File: src/board_pkg.sv
//////////////////////////////////////////////////////////////////////
// Board definitions for the ULX3S
// Clock frequency, LED and button vector types
//////////////////////////////////////////////////////////////////////

package board_pkg;

    // On-board oscillator
    localparam int CLK_HZ = 25_000_000;

    // Eight user LEDs, active high
    typedef logic [7:0] led_t;

    // Seven buttons; btn[0] is the power/reset button on the board
    typedef logic [6:0] btn_t;

endpackage

File: src/uart_pkg.sv
//////////////////////////////////////////////////////////////////////
// Serial framing definitions
// Data byte, bit index, receiver and transmitter state enums
//////////////////////////////////////////////////////////////////////

package uart_pkg;

    // Default line rate for the FTDI link
    localparam int DEFAULT_BAUD = 1_000_000;

    typedef logic [7:0] data_t;    // One 8N1 payload byte
    typedef logic [2:0] bit_idx_t; // Data bit position, LSB first

    // Receiver FSM
    typedef enum logic [1:0] {
        RX_IDLE,  // Line high, waiting for falling edge
        RX_START, // Half a bit to confirm the start bit
        RX_DATA,  // Eight data bits, sampled mid bit
        RX_STOP   // Stop bit check
    } rx_state_t;

    // Transmitter FSM
    typedef enum logic [1:0] {
        TX_IDLE,
        TX_START, // Line driven low
        TX_DATA,  // Shift register LSB on the line
        TX_STOP   // Line high for one bit time
    } tx_state_t;

endpackage

File: src/echo_tx.sv
//////////////////////////////////////////////////////////////////////
// Serial transmitter, 8N1, with pause input
// LED register holds the last byte accepted for sending
//////////////////////////////////////////////////////////////////////

module echo_tx #(
    parameter int FREQ_HZ   = board_pkg::CLK_HZ,
    parameter int BAUD_RATE = uart_pkg::DEFAULT_BAUD
) (
    input  logic            clk_i,
    input  logic            rst_n_i,
    input  logic            pause_i,    // Holds off new bytes only
    input  logic            tx_valid_i,
    input  uart_pkg::data_t tx_data_i,
    output logic            tx_ready_o,
    output logic            txd_o,
    output board_pkg::led_t led_o
);
    import uart_pkg::*;

    localparam int CPB   = FREQ_HZ / BAUD_RATE;
    localparam int CNT_W = $clog2(CPB);

    tx_state_t        state_q;
    logic [CNT_W-1:0] cnt_q;   // Clocks into the current bit
    bit_idx_t         bit_q;
    data_t            shift_q; // LSB is on the line in TX_DATA
    logic             bit_end;
    logic             take;

    assign bit_end    = (cnt_q == CNT_W'(CPB - 1));
    assign tx_ready_o = (state_q == TX_IDLE) && !pause_i;
    assign take       = tx_valid_i && tx_ready_o;

    // Line level straight from the FSM
    always_comb begin
        case (state_q)
            TX_START: txd_o = 1'b0;
            TX_DATA:  txd_o = shift_q[0];
            default:  txd_o = 1'b1; // Idle and stop are mark
        endcase
    end

    always_ff @(posedge clk_i or negedge rst_n_i) begin
        if (!rst_n_i) begin
            state_q <= TX_IDLE;
            cnt_q   <= '0;
            bit_q   <= '0;
            shift_q <= '0;
            led_o   <= '0;
        end else begin
            case (state_q)
                TX_IDLE: begin
                    cnt_q <= '0;
                    if (take) begin
                        shift_q <= tx_data_i;
                        led_o   <= tx_data_i; // Shown as soon as accepted
                        state_q <= TX_START;
                    end
                end
                TX_START: begin
                    if (bit_end) begin
                        cnt_q   <= '0;
                        bit_q   <= '0;
                        state_q <= TX_DATA;
                    end else begin
                        cnt_q <= cnt_q + 1'b1;
                    end
                end
                TX_DATA: begin
                    if (bit_end) begin
                        cnt_q   <= '0;
                        shift_q <= shift_q >> 1;
                        bit_q   <= bit_q + 1'b1;
                        if (bit_q == bit_idx_t'(7)) state_q <= TX_STOP;
                    end else begin
                        cnt_q <= cnt_q + 1'b1;
                    end
                end
                TX_STOP: begin
                    if (bit_end) state_q <= TX_IDLE; // Ready next cycle
                    else cnt_q <= cnt_q + 1'b1;
                end
                default: state_q <= TX_IDLE;
            endcase
        end
    end

endmodule

File: src/rx_fifo.sv
//////////////////////////////////////////////////////////////////////
// Synchronous byte FIFO, register array
// Valid/ready on both sides, head entry read directly
//////////////////////////////////////////////////////////////////////

module rx_fifo #(
    parameter int DEPTH = 8 // Power of two, pointers wrap naturally
) (
    input  logic            clk_i,
    input  logic            rst_n_i,
    input  logic            in_valid_i,
    input  uart_pkg::data_t in_data_i,
    output logic            in_ready_o,
    output logic            out_valid_o,
    output uart_pkg::data_t out_data_o,
    input  logic            out_ready_i
);
    import uart_pkg::*;

    localparam int AW = $clog2(DEPTH);

    data_t         mem_q [DEPTH]; // Byte storage
    logic [AW-1:0] wr_ptr_q;
    logic [AW-1:0] rd_ptr_q;
    logic [AW:0]   count_q;       // 0 .. DEPTH
    logic          push;
    logic          pop;

    assign in_ready_o  = (count_q != (AW+1)'(DEPTH)); // Not full
    assign out_valid_o = (count_q != '0);             // Not empty
    assign out_data_o  = mem_q[rd_ptr_q];

    assign push = in_valid_i && in_ready_o;
    assign pop  = out_valid_o && out_ready_i;

    always_ff @(posedge clk_i) begin
        if (push) mem_q[wr_ptr_q] <= in_data_i;
    end

    always_ff @(posedge clk_i or negedge rst_n_i) begin
        if (!rst_n_i) begin
            wr_ptr_q <= '0;
            rd_ptr_q <= '0;
            count_q  <= '0;
        end else begin
            if (push) wr_ptr_q <= wr_ptr_q + 1'b1;
            if (pop)  rd_ptr_q <= rd_ptr_q + 1'b1;
            // Push and pop together leave the count alone
            case ({push, pop})
                2'b10:   count_q <= count_q + 1'b1;
                2'b01:   count_q <= count_q - 1'b1;
                default: count_q <= count_q;
            endcase
        end
    end

endmodule

File: src/uart_rx.sv
//////////////////////////////////////////////////////////////////////
// Serial receiver, 8N1, counted from the system clock
// Two-flop input synchronizer, start and stop bit checks
//////////////////////////////////////////////////////////////////////

module uart_rx #(
    parameter int FREQ_HZ   = board_pkg::CLK_HZ,
    parameter int BAUD_RATE = uart_pkg::DEFAULT_BAUD
) (
    input  logic            clk_i,
    input  logic            rst_n_i,
    input  logic            rxd_i,      // Asynchronous serial line
    output logic            rx_valid_o, // One-cycle offer, never held
    output uart_pkg::data_t rx_data_o,
    input  logic            rx_ready_i  // Low means the offered byte is lost
);
    import uart_pkg::*;

    localparam int CPB   = FREQ_HZ / BAUD_RATE; // Clocks per bit
    localparam int HALF  = CPB / 2;
    localparam int CNT_W = $clog2(CPB);

    logic [1:0]       sync_q;  // Metastability guard
    logic             rxd_s;
    rx_state_t        state_q;
    logic [CNT_W-1:0] cnt_q;   // Clocks into the current bit
    bit_idx_t         bit_q;
    data_t            shift_q; // Filled LSB first
    logic             bit_end; // Mid point of data or stop bit
    logic             half_end;

    assign rxd_s    = sync_q[1];
    assign bit_end  = (cnt_q == CNT_W'(CPB - 1));
    assign half_end = (cnt_q == CNT_W'(HALF - 1));

    // Offer in the cycle the stop bit is seen high
    assign rx_valid_o = (state_q == RX_STOP) && bit_end && rxd_s;
    assign rx_data_o  = shift_q; // Complete once in RX_STOP

    always_ff @(posedge clk_i or negedge rst_n_i) begin
        if (!rst_n_i) begin
            sync_q <= 2'b11; // Idle line level
        end else begin
            sync_q <= {sync_q[0], rxd_i};
        end
    end

    always_ff @(posedge clk_i or negedge rst_n_i) begin
        if (!rst_n_i) begin
            state_q <= RX_IDLE;
            cnt_q   <= '0;
            bit_q   <= '0;
            shift_q <= '0;
        end else begin
            case (state_q)
                RX_IDLE: begin
                    cnt_q <= '0;
                    if (!rxd_s) state_q <= RX_START; // Falling edge
                end
                RX_START: begin
                    if (half_end) begin
                        cnt_q   <= '0;
                        bit_q   <= '0;
                        // Glitch shorter than half a bit goes back to idle
                        state_q <= rxd_s ? RX_IDLE : RX_DATA;
                    end else begin
                        cnt_q <= cnt_q + 1'b1;
                    end
                end
                RX_DATA: begin
                    if (bit_end) begin
                        cnt_q   <= '0;
                        shift_q <= {rxd_s, shift_q[7:1]};
                        if (bit_q == bit_idx_t'(7)) state_q <= RX_STOP;
                        bit_q <= bit_q + 1'b1;
                    end else begin
                        cnt_q <= cnt_q + 1'b1;
                    end
                end
                RX_STOP: begin
                    // Back to idle at mid stop bit, good or bad, so a
                    // back-to-back start edge is not missed
                    if (bit_end) begin
                        state_q <= RX_IDLE;
                        cnt_q   <= '0;
                    end else begin
                        cnt_q <= cnt_q + 1'b1;
                    end
                end
                default: state_q <= RX_IDLE;
            endcase
        end
    end

endmodule

File: src/ulx3s_top.sv
//////////////////////////////////////////////////////////////////////
// ULX3S board top for the serial echo
// FTDI receiver, byte FIFO and echo transmitter
//////////////////////////////////////////////////////////////////////

module ulx3s_top #(
    parameter int FREQ_HZ   = board_pkg::CLK_HZ,
    parameter int BAUD_RATE = uart_pkg::DEFAULT_BAUD,
    parameter int DEPTH     = 8
) (
    input  logic            clk_25mhz,  // Board oscillator, no PLL
    input  logic            rst_n_i,
    input  board_pkg::btn_t btn_i,
    output board_pkg::led_t led_o,
    input  logic            ftdi_txd_i, // Host to FPGA
    output logic            ftdi_rxd_o  // FPGA to host
);
    import uart_pkg::*;

    // Receiver to FIFO, one-cycle offer
    logic  rx_valid;
    data_t rx_data;
    logic  rx_ready;

    // FIFO to transmitter
    logic  tx_valid;
    data_t tx_data;
    logic  tx_ready;

    uart_rx #(
        .FREQ_HZ(FREQ_HZ),
        .BAUD_RATE(BAUD_RATE)
    ) u_uart_rx (
        .clk_i(clk_25mhz),
        .rst_n_i(rst_n_i),
        .rxd_i(ftdi_txd_i),
        .rx_valid_o(rx_valid),
        .rx_data_o(rx_data),
        .rx_ready_i(rx_ready)
    );

    rx_fifo #(
        .DEPTH(DEPTH)
    ) u_rx_fifo (
        .clk_i(clk_25mhz),
        .rst_n_i(rst_n_i),
        .in_valid_i(rx_valid),
        .in_data_i(rx_data),
        .in_ready_o(rx_ready),
        .out_valid_o(tx_valid),
        .out_data_o(tx_data),
        .out_ready_i(tx_ready)
    );

    echo_tx #(
        .FREQ_HZ(FREQ_HZ),
        .BAUD_RATE(BAUD_RATE)
    ) u_echo_tx (
        .clk_i(clk_25mhz),
        .rst_n_i(rst_n_i),
        .pause_i(btn_i[1]), // Held button backs up the FIFO
        .tx_valid_i(tx_valid),
        .tx_data_i(tx_data),
        .tx_ready_o(tx_ready),
        .txd_o(ftdi_rxd_o),
        .led_o(led_o)
    );

endmodule

File: config.mk
export PLATFORM = sky130hd
export DESIGN_NAME = ulx3s_top
export DESIGN_NICKNAME = d
export VERILOG_FILES = /design/src/board_pkg.sv /design/src/uart_pkg.sv /design/src/echo_tx.sv /design/src/rx_fifo.sv /design/src/uart_rx.sv /design/src/ulx3s_top.sv
export SDC_FILE = /design/constraint.sdc
export NUM_CORES = 1
export LEC_CHECK = 0
export BUFFER_PORTS_ARGS = -buffer_cell sky130_fd_sc_hd__buf_2
export CORE_MARGIN = 4
export CORE_UTILIZATION = 55
export DETAILED_ROUTE_END_ITERATION = 10
export GPL_TIMING_DRIVEN = 0
export PLACE_DENSITY = 0.71
export SETUP_SLACK_MARGIN = 0.2
export SLEW_MARGIN = 10
export SYNTH_ARGS = -nofsm -noshare
export SYNTH_HDL_FRONTEND = slang
export SYNTH_SLANG_ARGS = --single-unit
File: constraint.sdc
create_clock -name clk_25mhz -period 4.85 [get_ports clk_25mhz]
set_clock_uncertainty 0.05 [all_clocks]
set_input_delay 0.7275 -clock clk_25mhz [delete_from_list [all_inputs] [get_ports clk_25mhz]]
set_output_delay 0.7275 -clock clk_25mhz [all_outputs]
set_load 0.005 [all_outputs]
* Yosys cells after proc, flatten, opt, wreduce, memory -nomap -nowiden
Memory sizes are Yosys's and may differ from the RTL's. Cells that the tools add are included.
Operators by class: eq/ne operators 25, $add $sub $neg 8, muxes and demuxes 32, reduce and logical (&&, ||, !) cells 22
Operators with widths (count):
- one-hot mux 5 bit (3 select lines) | 2
- 2-to-1 mux 2 bit | 11
- 2-to-1 mux 5 bit | 4
- 2-to-1 mux 8 bit | 2
- != test 2 x 1 -> 1 bit, second input constant | 8
- one-hot mux 2 bit (4 select lines) | 2
- one-hot mux 8 bit (2 select lines) | 1
- adder 3 x 1 -> 3 bit, second input constant | 4
- 2-to-1 mux 3 bit | 4
- one-hot mux 3 bit (2 select lines) | 2
- adder 5 x 1 -> 5 bit, second input constant | 2
- == test 2 bit, second input constant | 5
- == test 5 bit, second input constant | 2
- AND reduction 5 bit | 2
- AND reduction 3 bit | 3
- one-hot mux 4 bit (2 select lines) | 1
- nonzero test 2 bit | 4
- == test 2 x 1 -> 1 bit, second input constant | 3
- == test 3 bit, second input constant | 2
- != test 2 bit, second input constant | 3
- == test 5 x 4 -> 1 bit, second input constant | 1
- logical AND 1 bit | 5
- adder 4 x 1 -> 4 bit, second input constant | 1
- zero test 2 bit | 2
- other kinds (8) | 11
Word-level totals: flip-flop bits (word level) 56, logic and storage cells 101, output and inout port bits 9, bits in writable memories 64, memories 1
Memory list:
- u_rx_fifo.mem_q | depth 8, width 8, read ports 1, clocked after memory_dff 0, wr ports 1, RTL line rx_fifo.sv:22 | data_t mem_q [DEPTH];

* Logic depth before layout (Yosys ltp)
depth in word-level cells 6, gate-level depth with buffers 13, depth with buffers taken out 12

* By module
A second synthesis with hierarchy kept.
Unflattened totals: cells, all modules 383, area total of the unflattened synthesis 5534.1 um^2
Modules (own cells, without submodules):
- rx_fifo | cells each 158, times used 1, sequential area each 2172.1 um^2, area an instance 3120.5 um^2
- echo_tx | cells each 151, times used 1, sequential area each 650.6 um^2, area an instance 1507.7 um^2
- uart_rx | cells each 74, times used 1, sequential area each 503.0 um^2, area an instance 905.9 um^2

* Worst setup path before layout
OpenSTA, ideal clock, no wires.
kind reg-to-reg, from register u_uart_rx.cnt_q[0], to memory u_rx_fifo.mem_q[0][0] (netlist bit) (enable), required time 4.405 ns, period minus slack after synthesis 2.765 ns, cell stages (with the launch flop) 7, path slack 2.085 ns, arrival time 2.320 ns, cell sequence dfrtp_1 > inv_1 > ha_1 > nand4b_1 > nor3_1 > clkinv_1 > nor4_1
On the way: cells in the longest elaborated chain, start to end 6
Ends and longest elaborated chain:
- from (decl) | RTL line uart_rx.sv:26 | logic [CNT_W-1:0] cnt_q;
- from (signal assigned) | RTL line uart_rx.sv:67 | cnt_q <= cnt_q + 1'b1;
- from (signal assigned) | RTL line uart_rx.sv:77 | cnt_q <= cnt_q + 1'b1;
- from (signal assigned) | RTL line uart_rx.sv:87 | cnt_q <= cnt_q + 1'b1;
- == test 5 bit | RTL line uart_rx.sv:33 | assign bit_end = (cnt_q == CNT_W'(CPB - 1));
- logical AND 1 bit (2 in a row) | RTL line uart_rx.sv:37 | assign rx_valid_o = (state_q == RX_STOP) && bit_end && rxd_s;
- logical AND 1 bit | RTL line rx_fifo.sv:33 | assign push = in_valid_i && in_ready_o;
- 2-to-1 mux 1 bit | RTL line rx_fifo.sv:37 | if (push) mem_q[wr_ptr_q] <= in_data_i;
- 2-to-1 mux 1 bit (not written as such) | RTL line rx_fifo.sv:37
- to (decl) | RTL line rx_fifo.sv:22
Every way passes these cells.

* Worst setup path after layout
from register u_echo_tx.state_q[0], to register u_rx_fifo.count_q[2]
On the way: cells in the longest elaborated chain, start to end 5, elaborated cells on any way between the ends 7
Ends and longest elaborated chain:
- from (decl) | RTL line echo_tx.sv:24 | tx_state_t state_q;
- from (signal assigned) | RTL line echo_tx.sv:46 | state_q <= TX_IDLE;
- from (signal assigned) | RTL line echo_tx.sv:58 | state_q <= TX_START;
- from (signal assigned) | RTL line echo_tx.sv:65 | state_q <= TX_DATA;
- zero test 2 bit (*) | RTL line echo_tx.sv:32 | assign tx_ready_o = (state_q == TX_IDLE) && !pause_i;
- logical AND 1 bit (*) | RTL line echo_tx.sv:32
- logical AND 1 bit (*)
- named net u_echo_tx.take | RTL line echo_tx.sv:29 | logic take;
- == test 2 x 1 -> 1 bit or == test 2 bit (tied branches) | RTL line rx_fifo.sv:49 | case ({push, pop})
- one-hot mux 4 bit (2 select lines) or nonzero test 2 bit (tied branches)
- to (signal assigned) | RTL line rx_fifo.sv:50 | 2'b10: count_q <= count_q + 1'b1;
- to (signal assigned) | RTL line rx_fifo.sv:51 | 2'b01: count_q <= count_q - 1'b1;
- to (signal assigned) | RTL line rx_fifo.sv:52 | default: count_q <= count_q;
- to (decl) | RTL line rx_fifo.sv:25 | logic [AW:0] count_q;
Mark *: on every way through the listed nets, which the timed path passes. The rest lies on a longest branch. A chain may end at the register's enable or synchronous reset.

==> flow_results.org <==
** Outcome
- The flow ran to the end, and the final reports show no timing, DRC or antenna violations.

** Critical path
- STA puts the critical path data arrival time at approximately 3.6 ns.
- STA puts the critical path data required time at 5.19 ns.
- Source of the worst register-to-register timing path :: u_echo_tx.state_q[0]
- CP startpoint :: u_echo_tx.state_q[0]
- Sort of element at the end of the critical path :: flop
- The worst setup path is launched from a flop.
- In this run the worst path has a maximum fanout of 11.
- The setup path with the least slack is of type flop to flop.

** Timing
- Max frequency :: just over 0.3 GHz
- RSZ-0062 raised after global routing :: false
- Setup Viol. Count Final :: 0
- Transition time at the pin with the least slew margin :: 0.895 ns
- Headroom to the max-slew limit came out at 40.1%.
- Setup TNS :: 0 ns
- Time the final worst path needs with I/O delays and setup :: 3.27 ns
- Dividing the final minimum period by the clock period gives between 60% and 70%.
- The number of hold violations in the final report is 0.
- Final Max Slew Viols :: 0

** Clock tree
- Total setup buffers inserted after CTS :: 0
- Master cell of the clock root buffer :: sky130_fd_sc_hd__clkbuf_8
- Cts bufs inserted :: 17
- PostCTS Resize Cnt :: 0
- The H-tree generated during clock tree synthesis spans 4 levels.
- Insertion delay of the later-clocked pin in the worst-skew pair :: 0.51 ns
- After clock tree synthesis, the clock-pin slew on the worst setup and hold paths is 0.06 ns.
- TritonCTS built the clock tree.
- Hold-fix buffer count after cts :: 0
- The tree built by TritonCTS fans out to 120 sinks.
- The longest clock path from root to sink contains 2 buffers.

** Global route
- First-pass GRT wire length :: about 17000 um
- Total congestion overflow :: 0
- The number of global-route vias before repair was about 3.2k.
- Across every metal layer, demand over resource in global routing totals roughly a fifth.
- Entering global routing, the biggest net connects 57 pins.
- The initial antenna violation count came to 0.

** Drt
- Remaining DRCs :: 0
- Via count :: 3168
- After detailed routing, the total wire length is 10100 um.
- After the first detailed-routing iteration, the DRC count stood at 220.
- In the routed layout, each cell is associated on average with a via count of roughly 5.8.
- The first detailed-routing pass took 5 iterations.
- Remaining number of nets flagged by the antenna check after routing :: 0
- Dividing the detail-routed wire length by the instance count gives ~18 um.

** Yosys
- Area contributors post-synth :: sky130_fd_sc_hd__edfxtp_1, sky130_fd_sc_hd__dfrtp_1, sky130_fd_sc_hd__mux4_1
- Most frequent cells after synthesis :: sky130_fd_sc_hd__edfxtp_1, sky130_fd_sc_hd__dfrtp_1, sky130_fd_sc_hd__nand2_1, sky130_fd_sc_hd__ha_1, sky130_fd_sc_hd__nor2_1
- Each instance of the synthesized netlist takes up on average around 14 um^2.
- In the synthesized netlist the dominant register cell turns out to be sky130_fd_sc_hd__edfxtp_1.
- The share of the Yosys chip area taken by registers is 61.6%.
- Share of the synthesized area in the top cell type :: 35.6%
- Net count after synthesis :: slightly above 400
- Among all cell types in the netlist, the one instantiated most often is sky130_fd_sc_hd__edfxtp_1.
- In this run, synthesis inferred 64 flip-flops with an integrated enable.
- FFs w/ async S/R, synth :: 46.7%
- Yosys cell types :: 51
- The mapped netlist covers 5400 um^2.
- Dominant cell type by area after synthesis :: sky130_fd_sc_hd__edfxtp_1
- Synthesis produced a netlist whose cell count is ~370.
- Synthesis inferred between 100 and 150 register bits.
- The Yosys step of the flow raised 0 warnings.

** Die
- The core region is 9420 um^2.
- In this run the horizontal extent of the chip is 107 um.
- The floorplan has 35 rows.
- Measured along the y axis, the die boundary spans 107 um.
- Boundary Pins :: 19
- The die covers 11500 um^2.
- Starting density of the core :: 57.3%

** Finish
- Final core utilization :: about two thirds
- Final design instance area without fill :: 6160 um^2
- Growth of design area from synthesis to finish :: 14.2%
- The repair_antennas step left the layout with diodes totalling 0.
- The net count of the finished layout is between 400 and 500.
- In the final layout, the share of cells above drive strength 1 is 17.0%.

** Power
- Dividing total power by cell area gives a power density of about 380 nW/um^2.
- Leakage :: approximately 2.4 nW
- Worst VDD drop :: 0.000277 V

** Placed design
- Dpl cell area :: 5650 um^2
- IO buf count :: 12
- Placed wire-length estimate :: 6450 um
- Routability cong. :: 0.877

** Flow run
- Max-cap violations in this run came to 0.

** Min path
- The min-delay analysis places its worst path in the category input pin to asynchronous set/reset pin.
-- cells in the final DEF (no fill, tap or decap), drive strengths merged, types with 7 or more instances in the layout --
cell type  count
edfxtp        64
dfrtp         54
nand2         30
clkbuf        28
ha            23
nor2          21
buf           19
mux4          16
inv           14
o21ai         13
a21oi         13
mux2i         12
mux2          11
xor2           8
clkinv         8
o22ai          7
-- sequential cells by signal (all words and copies together) (netlist names), named ones only --
signal	cells
u_echo_tx.cnt_q	5
u_uart_rx.cnt_q	5
u_echo_tx.shift_q	8
u_uart_rx.bit_q	3
u_uart_rx.sync_q	2
u_rx_fifo.count_q	4
u_uart_rx.rx_data_o	8
u_rx_fifo.wr_ptr_q	3
u_echo_tx.bit_q	3
u_rx_fifo.rd_ptr_q	3
u_echo_tx.led_o	8
u_uart_rx.state_q	1
u_rx_fifo.mem_q	64
u_echo_tx.state_q	2
-- metal layers --
| layer | wire length [um] | up-vias | GRT usage (%) | share of wire, % |
|---|---|---|---|---|
| met4 | 92 | 0 | 7.67 | 0.91 |
| met1 | 4470 | 1606 | 24.5 | 44 |
| li1 | - | 1494 | - | - |
| met2 | 5180 | 60 | 32.2 | 51 |
| met5 | 0 | - | 0 | 0 |
| met3 | 316 | 8 | 5.30 | 3.1 |
-- stage by stage --
stage | hold slack (ns) | worst slack [ns] | total power, mW | cells
floorplan | 0.295 | 2.08 | 1.24 | 373
global placement | 0.297 | 1.09 | 1.28 | 514
detailed placement | 0.297 | 1.63 | 1.28 | 515
CTS | 0.239 | 1.60 | 2.34 | 547
global route | 0.233 | 1.24 | 2.43 | 547
finish | 0.227 | 1.58 | 2.33 | 547
-- cell type report --
cell class	count	area, um^2
Clock buffer	23	457
Timing Repair Buffer	13	70.1
Clock inverter	9	52.6
Fill cell	673	3250
Sequential cell	120	3330
Multi-Input combinational cell	227	1960
Inverter	15	56.3
Buffer	11	76.3
Tap cell	129	161
-- critical path, stage by stage (launching register included) --
cell                       delay [ns]
sky130_fd_sc_hd__dfrtp_1         0.40
sky130_fd_sc_hd__inv_1           0.13
sky130_fd_sc_hd__ha_1            0.31
sky130_fd_sc_hd__nor2b_1         0.28
sky130_fd_sc_hd__nand2_2         0.16
sky130_fd_sc_hd__inv_2           0.16
sky130_fd_sc_hd__clkbuf_1        0.49
sky130_fd_sc_hd__ha_1            0.39
sky130_fd_sc_hd__xor2_1          0.10
sky130_fd_sc_hd__ha_1            0.18
sky130_fd_sc_hd__a21oi_1         0.14
sky130_fd_sc_hd__xor2_1          0.16
sky130_fd_sc_hd__nor2_1          0.06
sky130_fd_sc_hd__xor2_1          0.14
-- kinds of logic (layout without fill, tap and decap cells) --
family                     after synthesis  after routing  share of synthesized area (%)
xor gates and xnor gates                14             14                           2.27
and+or+nand+nor                         89             89                           8.42
muxes                                   39             39                           12.1
AOI/OAI and AO/OA                       62             62                           7.77
adders and majority gates               23             23                           5.33
buffers and inverters                   26             71                           2.46
DFF                                    120            120                           61.6
-- power breakdown --
part           leakage, nW  switching (mW)  internal, mW
sequential            1.26          0.0147          1.09
clock                0.249           0.418         0.647
combinational        0.862           0.101        0.0618
-- path summary, 6_finish.rpt --
path,to,slack [ns],cells past startpoint
hold / removal,u_echo_tx.cnt_q[4],0.23,1
min in group clk_25mhz,u_uart_rx.sync_q[0],0.26,1
hold reg to reg,u_uart_rx.sync_q[1],0.30,0
setup reg to reg,u_rx_fifo.count_q[2],1.58,13
max in group asynchronous,u_uart_rx.rx_data_o[6],4.06,1
setup / recovery,u_rx_fifo.count_q[2],1.58,13
No activity file was read; power rests on OpenSTA's default activity.
